**src/common/rv_exec_pkg.sv**
```systemverilog
`default_nettype none

package rv_exec_pkg;

  localparam int XLEN       = 64;
  localparam int REG_ADDR_W = 5;
  localparam int SHAMT_W    = 6;
  localparam int NUM_REGS   = 32;

  typedef logic [XLEN-1:0]       xlen_t;
  typedef logic [REG_ADDR_W-1:0] reg_addr_t;
  typedef logic [31:0]           inst_t;
  typedef logic [6:0]            opcode_t;
  typedef logic [2:0]            funct3_t;
  typedef logic [6:0]            funct7_t;

  localparam xlen_t ZERO_WORD = '0;

  localparam opcode_t OPC_OP     = 7'b0110011;
  localparam opcode_t OPC_OP_IMM = 7'b0010011;
  localparam opcode_t OPC_LUI    = 7'b0110111;

  localparam funct3_t F3_ADD_SUB = 3'b000;
  localparam funct3_t F3_SLL     = 3'b001;
  localparam funct3_t F3_SLT     = 3'b010;
  localparam funct3_t F3_SLTU    = 3'b011;
  localparam funct3_t F3_XOR     = 3'b100;
  localparam funct3_t F3_SRL_SRA = 3'b101;
  localparam funct3_t F3_OR      = 3'b110;
  localparam funct3_t F3_AND     = 3'b111;

  localparam funct7_t F7_BASE = 7'b0000000;
  localparam funct7_t F7_ALT  = 7'b0100000;

  typedef enum logic [3:0] {
    ALU_ADD, ALU_SUB, ALU_SLL, ALU_SLT, ALU_SLTU, ALU_XOR,
    ALU_SRL, ALU_SRA, ALU_OR, ALU_AND, ALU_PASS_B
  } alu_op_t;

  typedef struct packed {
    reg_addr_t rs1;
    logic      rs1_ren;
    reg_addr_t rs2;
    logic      rs2_ren;
    reg_addr_t rd;
    logic      rd_wen;
    alu_op_t   alu_op;
    logic      use_imm;
    xlen_t     imm;
    logic      illegal;
  } dec_ctrl_t;

  typedef struct packed {
    logic      wen;
    reg_addr_t rd;
    xlen_t     data;
  } wb_req_t;

  typedef struct packed {
    logic      valid;
    reg_addr_t rd;
    logic      wen;
    xlen_t     data;
    logic      illegal;
  } retire_t;

endpackage

`default_nettype wire

```
**src/logic/inst_decode.sv**
```systemverilog
`timescale 1ns/1ps
`default_nettype none

module inst_decode (
  input  wire logic                  inst_valid,
  input  wire rv_exec_pkg::inst_t    inst,
  output rv_exec_pkg::dec_ctrl_t     ctrl
);

  rv_exec_pkg::opcode_t opcode;
  rv_exec_pkg::funct3_t funct3;
  rv_exec_pkg::funct7_t funct7;
  logic [5:0]           funct6;
  rv_exec_pkg::xlen_t   imm_i;
  rv_exec_pkg::xlen_t   imm_u;

  logic                 legal;
  logic                 reads_rs1;
  logic                 reads_rs2;
  logic                 use_imm;
  rv_exec_pkg::alu_op_t op;
  rv_exec_pkg::xlen_t   imm;

  assign opcode = inst[6:0];
  assign funct3 = inst[14:12];
  assign funct7 = inst[31:25];
  assign funct6 = inst[31:26];
  assign imm_i  = {{52{inst[31]}}, inst[31:20]};
  assign imm_u  = {{32{inst[31]}}, inst[31:12], 12'b0};

  // alt picks SUB / SRA
  function automatic rv_exec_pkg::alu_op_t f3_op(input rv_exec_pkg::funct3_t f3,
                                                 input logic alt);
    case (f3)
      rv_exec_pkg::F3_ADD_SUB: f3_op = alt ? rv_exec_pkg::ALU_SUB : rv_exec_pkg::ALU_ADD;
      rv_exec_pkg::F3_SLL:     f3_op = rv_exec_pkg::ALU_SLL;
      rv_exec_pkg::F3_SLT:     f3_op = rv_exec_pkg::ALU_SLT;
      rv_exec_pkg::F3_SLTU:    f3_op = rv_exec_pkg::ALU_SLTU;
      rv_exec_pkg::F3_XOR:     f3_op = rv_exec_pkg::ALU_XOR;
      rv_exec_pkg::F3_SRL_SRA: f3_op = alt ? rv_exec_pkg::ALU_SRA : rv_exec_pkg::ALU_SRL;
      rv_exec_pkg::F3_OR:      f3_op = rv_exec_pkg::ALU_OR;
      default:                 f3_op = rv_exec_pkg::ALU_AND;
    endcase
  endfunction

  always_comb begin
    legal     = 1'b0;
    reads_rs1 = 1'b0;
    reads_rs2 = 1'b0;
    use_imm   = 1'b0;
    op        = rv_exec_pkg::ALU_ADD;
    imm       = imm_i;
    case (opcode)
      rv_exec_pkg::OPC_OP: begin
        reads_rs1 = 1'b1;
        reads_rs2 = 1'b1;
        op        = f3_op(funct3, funct7 == rv_exec_pkg::F7_ALT);
        // only SUB and SRA take the alternate funct7
        legal     = (funct7 == rv_exec_pkg::F7_BASE) ||
                    (funct7 == rv_exec_pkg::F7_ALT &&
                     (funct3 == rv_exec_pkg::F3_ADD_SUB ||
                      funct3 == rv_exec_pkg::F3_SRL_SRA));
      end
      rv_exec_pkg::OPC_OP_IMM: begin
        reads_rs1 = 1'b1;
        use_imm   = 1'b1;
        op        = f3_op(funct3, funct3 == rv_exec_pkg::F3_SRL_SRA && inst[30]);
        // RV64 shifts keep a 6-bit shamt, upper bits must be clean
        case (funct3)
          rv_exec_pkg::F3_SLL:     legal = (funct6 == 6'b000000);
          rv_exec_pkg::F3_SRL_SRA: legal = (funct6 == 6'b000000) || (funct6 == 6'b010000);
          default:                 legal = 1'b1;
        endcase
      end
      rv_exec_pkg::OPC_LUI: begin
        use_imm = 1'b1;
        op      = rv_exec_pkg::ALU_PASS_B;
        imm     = imm_u;
        legal   = 1'b1;
      end
      default: legal = 1'b0;
    endcase
  end

  always_comb begin
    ctrl         = '0;
    ctrl.rs1     = inst[19:15];
    ctrl.rs1_ren = inst_valid && legal && reads_rs1;
    ctrl.rs2     = inst[24:20];
    ctrl.rs2_ren = inst_valid && legal && reads_rs2;
    ctrl.rd      = inst[11:7];
    ctrl.rd_wen  = inst_valid && legal;
    ctrl.alu_op  = op;
    ctrl.use_imm = use_imm;
    ctrl.imm     = imm;
    ctrl.illegal = inst_valid && !legal;
  end

endmodule

`default_nettype wire

```
**config.mk**
```make
export PLATFORM = sky130hd
export DESIGN_NAME = inst_decode
export DESIGN_NICKNAME = d
export VERILOG_FILES = /design/src/common/rv_exec_pkg.sv /design/src/logic/inst_decode.sv
export SDC_FILE = /design/constraint.sdc
export NUM_CORES = 1
export LEC_CHECK = 0
export ABC_AREA = 1
export BUFFER_PORTS_ARGS = -buffer_cell sky130_fd_sc_hd__clkbuf_2
export CORE_MARGIN = 2
export CORE_UTILIZATION = 34
export DETAILED_ROUTE_END_ITERATION = 10
export PLACE_DENSITY = 0.82
export SYNTH_ARGS = -nofsm -noshare
export SYNTH_HDL_FRONTEND = slang
export SYNTH_SLANG_ARGS = --single-unit
```
**constraint.sdc**
```tcl
create_clock -name vclk -period 1.5
set_input_delay 0.3 -clock vclk [all_inputs]
set_output_delay 0.3 -clock vclk [all_outputs]
set_load 0.1 [all_outputs]
```
==> results of run 1 <==
==> through the flow <==
stage	setup WS, ps	instance area (sq um)	hold slack, ps	instances
after floorplan	-565	1270	795	165
after global placement	-243	2850	601	284
==> cells by family after synthesis <==
family	share of synthesized area (%)
AO/OA/AOI/OAI	13.3
AND/OR/NAND/NOR	34.6
buffers and inverters	52.1
==> impl_metrics.py, run 1 <==
metrics = {
    "run_status": {
        "status": "stopped before the end",
        "haltStage": "detailed placement (3_5_place_dp)",
        "tool.error": "[ERROR DPL-0038] Utilization greater than 100%, impossible to legalize",
    },
    "synth": {
        "syn_area_sq_um": 948,
        "synthMostInstantiatedCell": "buf_4",
        "synth_fp_nets": 198,
        "ys_top_cells_by_count": "buf_4 (49), nor2_1 (26), nand2_1 (25)",
        "synth_largest_area_cell": "buf_4",
        "syn_inst": 165,
        "synth_area_leaders": "buf_4 (39%), nor2_1 (10%), nand2_1 (9.9%)",
        "synth_top_area_share_pct": 38.8,
        "ys_seq_area_share_pct": 0,
        "ys_types": 21,
        "synth_warnings": 0,
        "avgSynthCellArea_sq_um": 5.75,
    },
    "floorplanning": {
        "die_y_um": 56.8,
        "initial_core_util_pct": 35.0,
        "die_w_um": 56.8,
        "io_pins": 121,
        "fp-row-count": 19,
    },
    "place": {
        "place.gp.congestion": 0.772,
        "io_buffers": 111,
    },
}
==> run 2, diff against run 1 <==
--- a/config.mk
+++ b/config.mk
@@ -7,10 +7,10 @@
 export LEC_CHECK = 0
 export ABC_AREA = 1
 export BUFFER_PORTS_ARGS = -buffer_cell sky130_fd_sc_hd__clkbuf_2
-export CORE_MARGIN = 2
-export CORE_UTILIZATION = 34
+export CORE_AREA = 2 2 63 65
 export DETAILED_ROUTE_END_ITERATION = 10
-export PLACE_DENSITY = 0.82
+export DIE_AREA = 0 0 65 67
+export PLACE_DENSITY_LB_ADDON = 0.15
 export SYNTH_ARGS = -nofsm -noshare
 export SYNTH_HDL_FRONTEND = slang
 export SYNTH_SLANG_ARGS = --single-unit
==> run 2 against run 1 <==
Against the previous run:
- the flow now finishes, with violations (setup timing)
- synthesized area unchanged
- synthesized cell count is the same
==> impl_metrics.py, run 2 <==
metrics = {
    "worst_setup_path": {
        "critPathMaxFanout": 4,
        "cp_cell_sequence": "clkbuf_2, inv_4, nand2_4, o21ai_1, nand3_4, nand3_4, nand2_4, nor2_4, buf_12",
        "max_stage_delay_ps": 270,
        "crit_start": "inst[13]",
        "critPathCaptureType": "primary output",
        "worst-endpoint-arrival_ps": 1460,
        "crit_required_ps": 1200,
        "critPathSlowestCell": "o21ai_1",
        "worstSetupPathType": "in -> out",
        "setup.worst_path.end": "ctrl[82]",
        "start_kind": "input port",
    },
    "place": {
        "io_buffers": 111,
        "place.gp.congestion": 0.792,
        "dp_hpwl_um": 3770,
        "place_inst": 299,
    },
    "final_layout": {
        "regArea_sq_um": 0,
        "multi_input_area_sq_um": 888,
        "layout_common_cells": "buf_12 (78), buf_4 (30), clkbuf_2 (21)",
        "clkbuf_count": 0,
        "fin_nets": 292,
        "fill_cells": 145,
        "n_sequential_cell": 0,
        "drive_gt1_share_pct": 84.8,
        "layout.cells.non_filler": 305,
        "postLayoutCoreUtil_pct": 88.3,
        "antenna_cells": 0,
        "final_common_cell": "buf_12",
        "area.growth.synth_to_final_pct": 236,
    },
    "global_route": {
        "grt_max_degree": 33,
        "grt_antenna_before_repair": 0,
        "grt_overflow": 0,
        "grtUsageTotal_pct": 22.7,
        "grt_pass1_wl_um": 7680,
        "grt_pass1_vias": 1382,
    },
    "floorplanning": {
        "initial_core_util_pct": 26.3,
        "die_w_um": 65,
        "core_area_sq_um": 3610,
        "fp-row-count": 22,
        "io_pins": 121,
        "die_y_um": 67,
        "die_area_sq_um": 4360,
    },
    "pwr": {
        "switchingPower_mw": 1.11,
        "intPower_mw": 0.535,
        "leakage_nw": 1.47,
        "vdd_ir_drop_max_uv": 286,
        "seq_power_share_pct": 0,
        "clock_power_share_pct": 0,
        "p_comb_share_pct": 100.0,
        "switching_share_pct": 67.4,
        "powerDensity_nw_per_um2": 516,
    },
    "detailed_routing": {
        "drt_iter0_drc": 20,
        "first_pass_iters": 4,
        "drt.antenna.violating_nets": 0,
        "via_per_inst": 4.38,
        "post-route-drc-count": 0,
        "wire_per_inst_um": 18.0,
        "routed_wl_um": 5490,
        "num_vias": 1337,
    },
    "synth": {
        "syn_area_sq_um": 948,
        "synth_top_area_share_pct": 38.8,
        "synth_area_leaders": "buf_4 (39%), nor2_1 (10%), nand2_1 (9.9%)",
        "synth_largest_area_cell": "buf_4",
        "synth_fp_nets": 198,
        "avgSynthCellArea_sq_um": 5.75,
        "ys_top_cells_by_count": "buf_4 (49), nor2_1 (26), nand2_1 (25)",
        "ys_seq_area_share_pct": 0,
        "synthMostInstantiatedCell": "buf_4",
        "ys_types": 21,
        "synth_warnings": 0,
        "syn_inst": 165,
    },
    "sta": {
        "finalHoldViolCount": 0,
        "fin_crit_sh_pct": 117,
        "setup_viol": 39,
        "tightest_slew_ps": 302,
        "slew_headroom_pct": 79.7,
        "fin_ws_ps": -256,
        "final.setup.tns_ps": -6890,
        "drv_slew": 0,
        "whs_ps": 600,
        "period_needed_ps": 1760,
        "max_freq_ghz": 0.570,
        "rsz0062_at_grt": "true",
    },
    "run_status": {
        "violations": "setup timing",
        "status": "finished with violations",
    },
    "clocking": {
        "cts_hold_repair.buffers": 0,
    },
    "hold_path": {
        "min_from": "inst[10]",
        "hp-class": "in -> out",
    },
    "flow_run": {
        "maxCapViolCount": 0,
    },
}
-- run 2: cell counts after synthesis --
Identical to the previous run, type by type.
-- run 2: routing by layer --
layer / up-vias / global-route usage (%) / part of all wire, %
met5: - / 0 / 0
met4: 0 / 0.266 / 0.84
met3: 4 / 2.36 / 5.3
met2: 60 / 48.2 / 61
met1: 628 / 24.9 / 33
li1: 645 / - / -
-- run 2: layout make-up --
| cell class | count | area share (%) |
|---|---|---|
| Inverter | 25 | 3.85 |
| Tap cell | 48 | 1.89 |
| Timing Repair Buffer | 144 | 66.4 |
| Multi-Input combinational cell | 88 | 27.9 |
-- run 2: power by group through the flow --
stage	Combinational, mW	Clock, mW	Sequential, mW
finish	1.64	0	0
global placement	1.55	0	0
global route	1.68	0	0
CTS	1.62	0	0
floorplan	1.12	0	0
detailed placement	1.56	0	0
-- run 2: kinds of logic (layout without fill, tap and decap cells) --
logic type | Yosys count | in the layout | synth area share [%]
buffers and inverters | 77 | 169 | 52.1
and+or+nand+nor | 68 | 68 | 34.6
AOI/OAI and AO/OA | 20 | 20 | 13.3
-- run 2: through the flow --
stage          area (sq um)  worst slack (ps)  power, mW
6_report               3190              -256       1.64
4_1_cts                3110              -180       1.62
3_3_place_gp           2850              -232       1.55
2_1_floorplan          1270              -565       1.12
5_1_grt                3190              -319       1.68
3_5_place_dp           2850              -313       1.56
-- run 2: repair_timing --
item | CTS | global route
resized for setup | 37 | 18
pin swaps | 13 | 5
cloned | 1 | 1
setup endpoints to repair | 40 | 38
setup buffers | 4 | 1
-- run 2: how the worst min path moves through the flow --
stage,endpoint,slack [ps],cells past startpoint
floorplan,ctrl[0],800,2
global placement,ctrl[74],600,0
global route,ctrl[75],600,0
finish,ctrl[74],600,0
detailed placement,ctrl[74],600,0
CTS,ctrl[74],600,0
-- run 2: worst max-delay path, delay by kind of cell --
| family | cells | cell delay (ps) |
|---|---|---|
| and+or+nand+nor | 5 | 520 |
| AOI/OAI and AO/OA | 1 | 270 |
| buffers and inverters | 3 | 370 |
Power figures use the tool's default switching activity.
==> run 3, diff against run 2 <==
--- a/config.mk
+++ b/config.mk
@@ -7,10 +7,11 @@
 export LEC_CHECK = 0
 export ABC_AREA = 1
 export BUFFER_PORTS_ARGS = -buffer_cell sky130_fd_sc_hd__clkbuf_2
+export CAP_MARGIN = 20
 export CORE_AREA = 2 2 63 65
 export DETAILED_ROUTE_END_ITERATION = 10
 export DIE_AREA = 0 0 65 67
-export PLACE_DENSITY_LB_ADDON = 0.15
+export PLACE_DENSITY = 0.76
 export SYNTH_ARGS = -nofsm -noshare
 export SYNTH_HDL_FRONTEND = slang
 export SYNTH_SLANG_ARGS = --single-unit
==> run 3 against run 2 <==
Against the previous run:
- the flow still finishes with violations (setup timing)
- via count rose by 21%
- critical path depth unchanged
- clock-buffer cell count unchanged
- die area stayed put
==> impl_metrics.py, run 3 (synthesized netlist as in run 2, its figures left out) <==
metrics = {
    "final_layout": {
        "layout_common_cells": "buf_12 (78), buf_4 (37), nor2_4 (24)",
        "fin_nets": 302,
        "clkbuf_count": 0,
        "fill_cells": 74,
        "postLayoutCoreUtil_pct": 93.9,
        "area.growth.synth_to_final_pct": 257,
        "n_sequential_cell": 0,
        "drive_gt1_share_pct": 89.5,
        "antenna_cells": 0,
        "regArea_sq_um": 0,
        "design_area_sq_um": 3390,
        "final_common_cell": "buf_12",
        "layout.cells.non_filler": 315,
    },
    "worst_setup_path": {
        "critPathCaptureType": "primary output",
        "path_delay_family": "simple AND/OR/NAND/NOR gates",
        "critPathSlowestCell": "nor2_2",
        "critPathMaxFanout": 3,
        "worstSetupPathType": "in -> out",
        "cp_cell_sequence": "clkbuf_2, nor2_2, nand2_4, nor2_4, nand3_4, nand3_4, nand2_4, nor2_4, buf_12",
        "worst-endpoint-arrival_ps": 1470,
        "max_stage_delay_ps": 220,
        "worst-path-buf-inv": 2,
        "crit_required_ps": 1200,
        "start_kind": "input port",
    },
    "flow_run": {
        "maxCapViolCount": 0,
    },
    "detailed_routing": {
        "num_vias": 1619,
        "routed_wl_um": 7790,
        "post-route-drc-count": 0,
        "first_pass_iters": 7,
        "drt_iter0_drc": 66,
        "via_per_inst": 5.14,
        "wire_per_inst_um": 24.7,
        "drt.antenna.violating_nets": 0,
    },
    "pwr": {
        "vdd_ir_drop_max_uv": 422,
        "powerDensity_nw_per_um2": 509,
        "clock_power_share_pct": 0,
        "p_comb_share_pct": 100.0,
        "seq_power_share_pct": 0,
        "switchingPower_mw": 1.16,
        "leakage_nw": 1.55,
        "intPower_mw": 0.562,
        "switching_share_pct": 67.4,
    },
    "floorplanning": {
        "die_y_um": 67,
        "fp-row-count": 22,
        "die_area_sq_um": 4360,
        "core_area_sq_um": 3610,
        "initial_core_util_pct": 26.3,
        "die_w_um": 65,
        "io_pins": 121,
    },
    "place": {
        "io_buffers": 111,
        "post_dp_cell_area_sq_um": 2930,
        "place_inst": 306,
        "place.gp.congestion": 0.843,
        "place_ws_ps": -294,
        "dp_hpwl_um": 4160,
    },
    "global_route": {
        "grt_pass1_vias": 1650,
        "grt_max_degree": 31,
        "grt_overflow": 0,
        "grt_util_met1_pct": 22.9,
        "grtUsageTotal_pct": 27.9,
        "use_met2_pct": 58.9,
        "grt_pass1_wl_um": 9010,
        "busiest_layer": "met2",
        "grtUsageMet3_pct": 7.60,
        "grt_antenna_before_repair": 0,
    },
    "run_status": {
        "violations": "setup timing",
        "status": "finished with violations",
    },
    "sta": {
        "max_freq_ghz": 0.564,
        "period_needed_ps": 1770,
        "setup_viol": 40,
        "finalHoldViolCount": 0,
        "fin_crit_sh_pct": 118,
        "fin_ws_ps": -272,
        "rsz0062_at_grt": "true",
        "drv_slew": 0,
        "tightest_slew_ps": 294,
        "slew_headroom_pct": 80.6,
        "final.setup.tns_ps": -7630,
    },
    "hold_path": {
        "min_to": "ctrl[73]",
        "hp-class": "in -> out",
        "min_from": "inst[9]",
        "hold_depth": 0,
    },
    "clocking": {
        "cts_hold_repair.buffers": 0,
    },
}
[run 3: cell types whose count changed in the layout (fill, tap and decap cells not counted), moves of 4 or more]
| cell | change |
|---|---|
| buf_8 | +4 |
| nand2_1 | -4 |
| buf_4 | +7 |
| nor2_4 | +4 |
[run 3: routing by layer]
metal  part of all wire [%]  vias to the layer above
li1                       -                      665
met1                     32                      768
met2                     55                      144
met4                    6.0                        0
met3                    6.4                       42
met5                      0                        -
[run 3: worst max path at each step]
stage	end	depth (start not counted)	slack, ps	start
floorplan	ctrl[21]	7	-560	inst[3]
global placement	ctrl[76]	9	-260	inst[3]
detailed placement	ctrl[26]	8	-290	inst[3]
CTS	ctrl[29]	8	-180	inst[6]
global route	ctrl[82]	9	-320	inst[28]
finish	ctrl[82]	9	-270	inst[28]
[run 3: power by group through the flow]
stage / combinational (mW) / sequential [mW] / clock [mW]
2_1_floorplan: 1.12 / 0 / 0
4_1_cts: 1.64 / 0 / 0
3_5_place_dp: 1.59 / 0 / 0
6_report: 1.72 / 0 / 0
3_3_place_gp: 1.56 / 0 / 0
5_1_grt: 1.75 / 0 / 0
[run 3: final cells by class]
cell class | count | area (sq um) | area share [%]
multi-input cells | 88 | 973 | 28.7
repair buffers | 154 | 2220 | 65.6
inverters | 25 | 133 | 3.92
well taps | 48 | 60.1 | 1.77
[run 3: per-stage QoR]
stage          power [mW]  hold slack [ps]
3_5_place_dp         1.59              601
3_3_place_gp         1.56              601
2_1_floorplan        1.12              795
6_report             1.72              600
4_1_cts              1.64              601
5_1_grt              1.75              600
[run 3: what timing repair did]
action	in CTS	in global routing
gates cloned	0	2
pin swaps	16	17
endpoints found under the setup margin	43	69
endpoints found under the hold margin	0	0
gates resized for setup	47	41
buffers inserted	5	3
==> run 4, diff against run 3 <==
--- a/config.mk
+++ b/config.mk
@@ -8,10 +8,12 @@
 export ABC_AREA = 1
 export BUFFER_PORTS_ARGS = -buffer_cell sky130_fd_sc_hd__clkbuf_2
 export CAP_MARGIN = 20
-export CORE_AREA = 2 2 63 65
+export CELL_PAD_IN_SITES_DETAIL_PLACEMENT = 1
+export CELL_PAD_IN_SITES_GLOBAL_PLACEMENT = 1
+export CORE_MARGIN = 2
+export CORE_UTILIZATION = 19
 export DETAILED_ROUTE_END_ITERATION = 10
-export DIE_AREA = 0 0 65 67
-export PLACE_DENSITY = 0.76
+export PLACE_DENSITY = 0.92
 export SYNTH_ARGS = -nofsm -noshare
 export SYNTH_HDL_FRONTEND = slang
 export SYNTH_SLANG_ARGS = --single-unit
==> run 4 against run 3 <==
Against the previous run:
- the run still ends with setup timing left
- critical path depth unchanged
- clock-buffer cell count stayed put
- via count shrank 6.1%
- core utilization is 20 points lower
- final cell count increased by 7.0%
- sequential cell count stayed put
- die area increased by 28%
- worst setup slack got worse by 54 ps
- worst hold slack about the same
- combinational power increased by 2%
- critical path type unchanged
- critical endpoint is now ctrl[76]
- largest power group unchanged
==> impl_metrics.py, run 4 (synthesized netlist as in run 2, its figures left out) <==
metrics = {
    "place": {
        "io_buffers": 111,
        "place.gp.congestion": 0.729,
        "dp_hpwl_um": 4340,
    },
    "final_layout": {
        "postLayoutCoreUtil_pct": 73.8,
        "clkbuf_count": 0,
        "fill_cells": 433,
        "layout_common_cells": "buf_12 (84), buf_4 (38), nor2_4 (24)",
        "area.growth.synth_to_final_pct": 270,
        "n_sequential_cell": 0,
        "final_common_cell": "buf_12",
        "drive_gt1_share_pct": 90.7,
        "antenna_cells": 0,
        "regArea_sq_um": 0,
        "fin_nets": 305,
    },
    "sta": {
        "tightest_slew_ps": 288,
        "final.setup.tns_ps": -5950,
        "setup_viol": 38,
        "drv_slew": 0,
        "period_needed_ps": 1830,
        "slew_headroom_pct": 80.9,
        "fin_ws_ps": -326,
        "max_freq_ghz": 0.548,
        "rsz0062_at_grt": "true",
        "finalHoldViolCount": 0,
        "fin_crit_sh_pct": 122,
    },
    "global_route": {
        "grt_max_degree": 12,
        "grt_antenna_before_repair": 0,
        "grtUsageTotal_pct": 25.6,
        "grt_pass1_wl_um": 10400,
        "grt_overflow": 0,
        "grt_pass1_vias": 1672,
    },
    "pwr": {
        "vdd_ir_drop_max_uv": 332,
        "powerDensity_nw_per_um2": 502,
        "leakage_nw": 1.59,
    },
    "floorplanning": {
        "fp-row-count": 25,
        "die_y_um": 74.7,
        "io_pins": 121,
        "die_area_sq_um": 5570,
        "die_w_um": 74.7,
        "core_area_sq_um": 4750,
        "initial_core_util_pct": 19.9,
    },
    "worst_setup_path": {
        "worstSetupPathType": "in -> out",
        "cp_cell_sequence": "clkbuf_2, nor2_4, nand2_4, nor2_4, nand3_4, nand3_4, nand2_4, nor2_4, buf_12",
        "worst-endpoint-arrival_ps": 1530,
        "critPathCaptureType": "primary output",
        "max_stage_delay_ps": 180,
        "crit_required_ps": 1200,
        "start_kind": "input port",
        "crit_start": "inst[28]",
        "critPathMaxFanout": 3,
        "critPathSlowestCell": "buf_12",
        "crit_top_cell": "nor2_4",
    },
    "hold_path": {
        "min_from": "inst[10]",
        "min_to": "ctrl[74]",
        "hp-class": "in -> out",
        "hold_depth": 0,
    },
    "clocking": {
        "cts_hold_repair.buffers": 0,
    },
    "detailed_routing": {
        "first_pass_iters": 4,
        "wire_per_inst_um": 24.7,
        "routed_wl_um": 8320,
        "num_vias": 1521,
        "drt_iter0_drc": 36,
        "via_per_inst": 4.51,
        "post-route-drc-count": 0,
        "drt.antenna.violating_nets": 0,
    },
    "run_status": {
        "violations": "setup timing",
        "status": "finished with violations",
    },
    "flow_run": {
        "maxCapViolCount": 0,
    },
}
==> run 4: cell type report <==
type	count	area (sq um)	share of cell area, %
well taps	67	83.8	2.39
multi-input cells	88	996	28.4
repair buffers	157	2300	65.5
inverters	25	133	3.78
==> run 4: worst max path at each step <==
| stage | to | slack (ps) | depth (start not counted) |
|---|---|---|---|
| 2_1_floorplan | ctrl[21] | -560 | 7 |
| 3_3_place_gp | ctrl[76] | -260 | 9 |
| 3_5_place_dp | ctrl[76] | -300 | 9 |
| 4_1_cts | ctrl[29] | -180 | 8 |
| 5_1_grt | ctrl[76] | -390 | 9 |
| 6_report | ctrl[76] | -330 | 9 |
==> run 4: critical path, delay by kind of cell <==
family	cells	cell delay [ps]
buffers and inverters	2	330
AND/OR/NAND/NOR	7	890
==> run 4: power breakdown <==
part | leakage, nW | switching [mW] | internal, mW
logic | 1.59 | 1.17 | 0.588
clock network | 0 | 0 | 0
registers | 0 | 0 | 0
total | 1.59 | 1.17 | 0.588
==> run 4: routing by layer <==
metal,GRT usage (%),part of all wire [%],up-vias
li1,-,-,669
met1,26.5,32,744
met2,53.6,58,92
met3,3.21,7.2,16
met4,5.36,3.2,0
met5,0,0,-
==> run 4: stage by stage <==
stage	cell area (sq um)	power [mW]	setup slack, ps	std cells	hold slack [ps]
floorplan	1270	1.12	-565	165	795
global placement	2920	1.55	-259	321	601
detailed placement	2920	1.58	-296	321	601
CTS	3310	1.67	-182	331	601
global route	3510	1.79	-385	337	600
finish	3510	1.76	-326	337	600
==> run 4: repair_timing <==
action / CTS / global route
buffers inserted: 11 / 7
pin swaps: 20 / 21
endpoints found under the setup margin: 62 / 39
endpoints found under the hold margin: 0 / 0
resized for setup: 54 / 48
gates cloned: 1 / 0
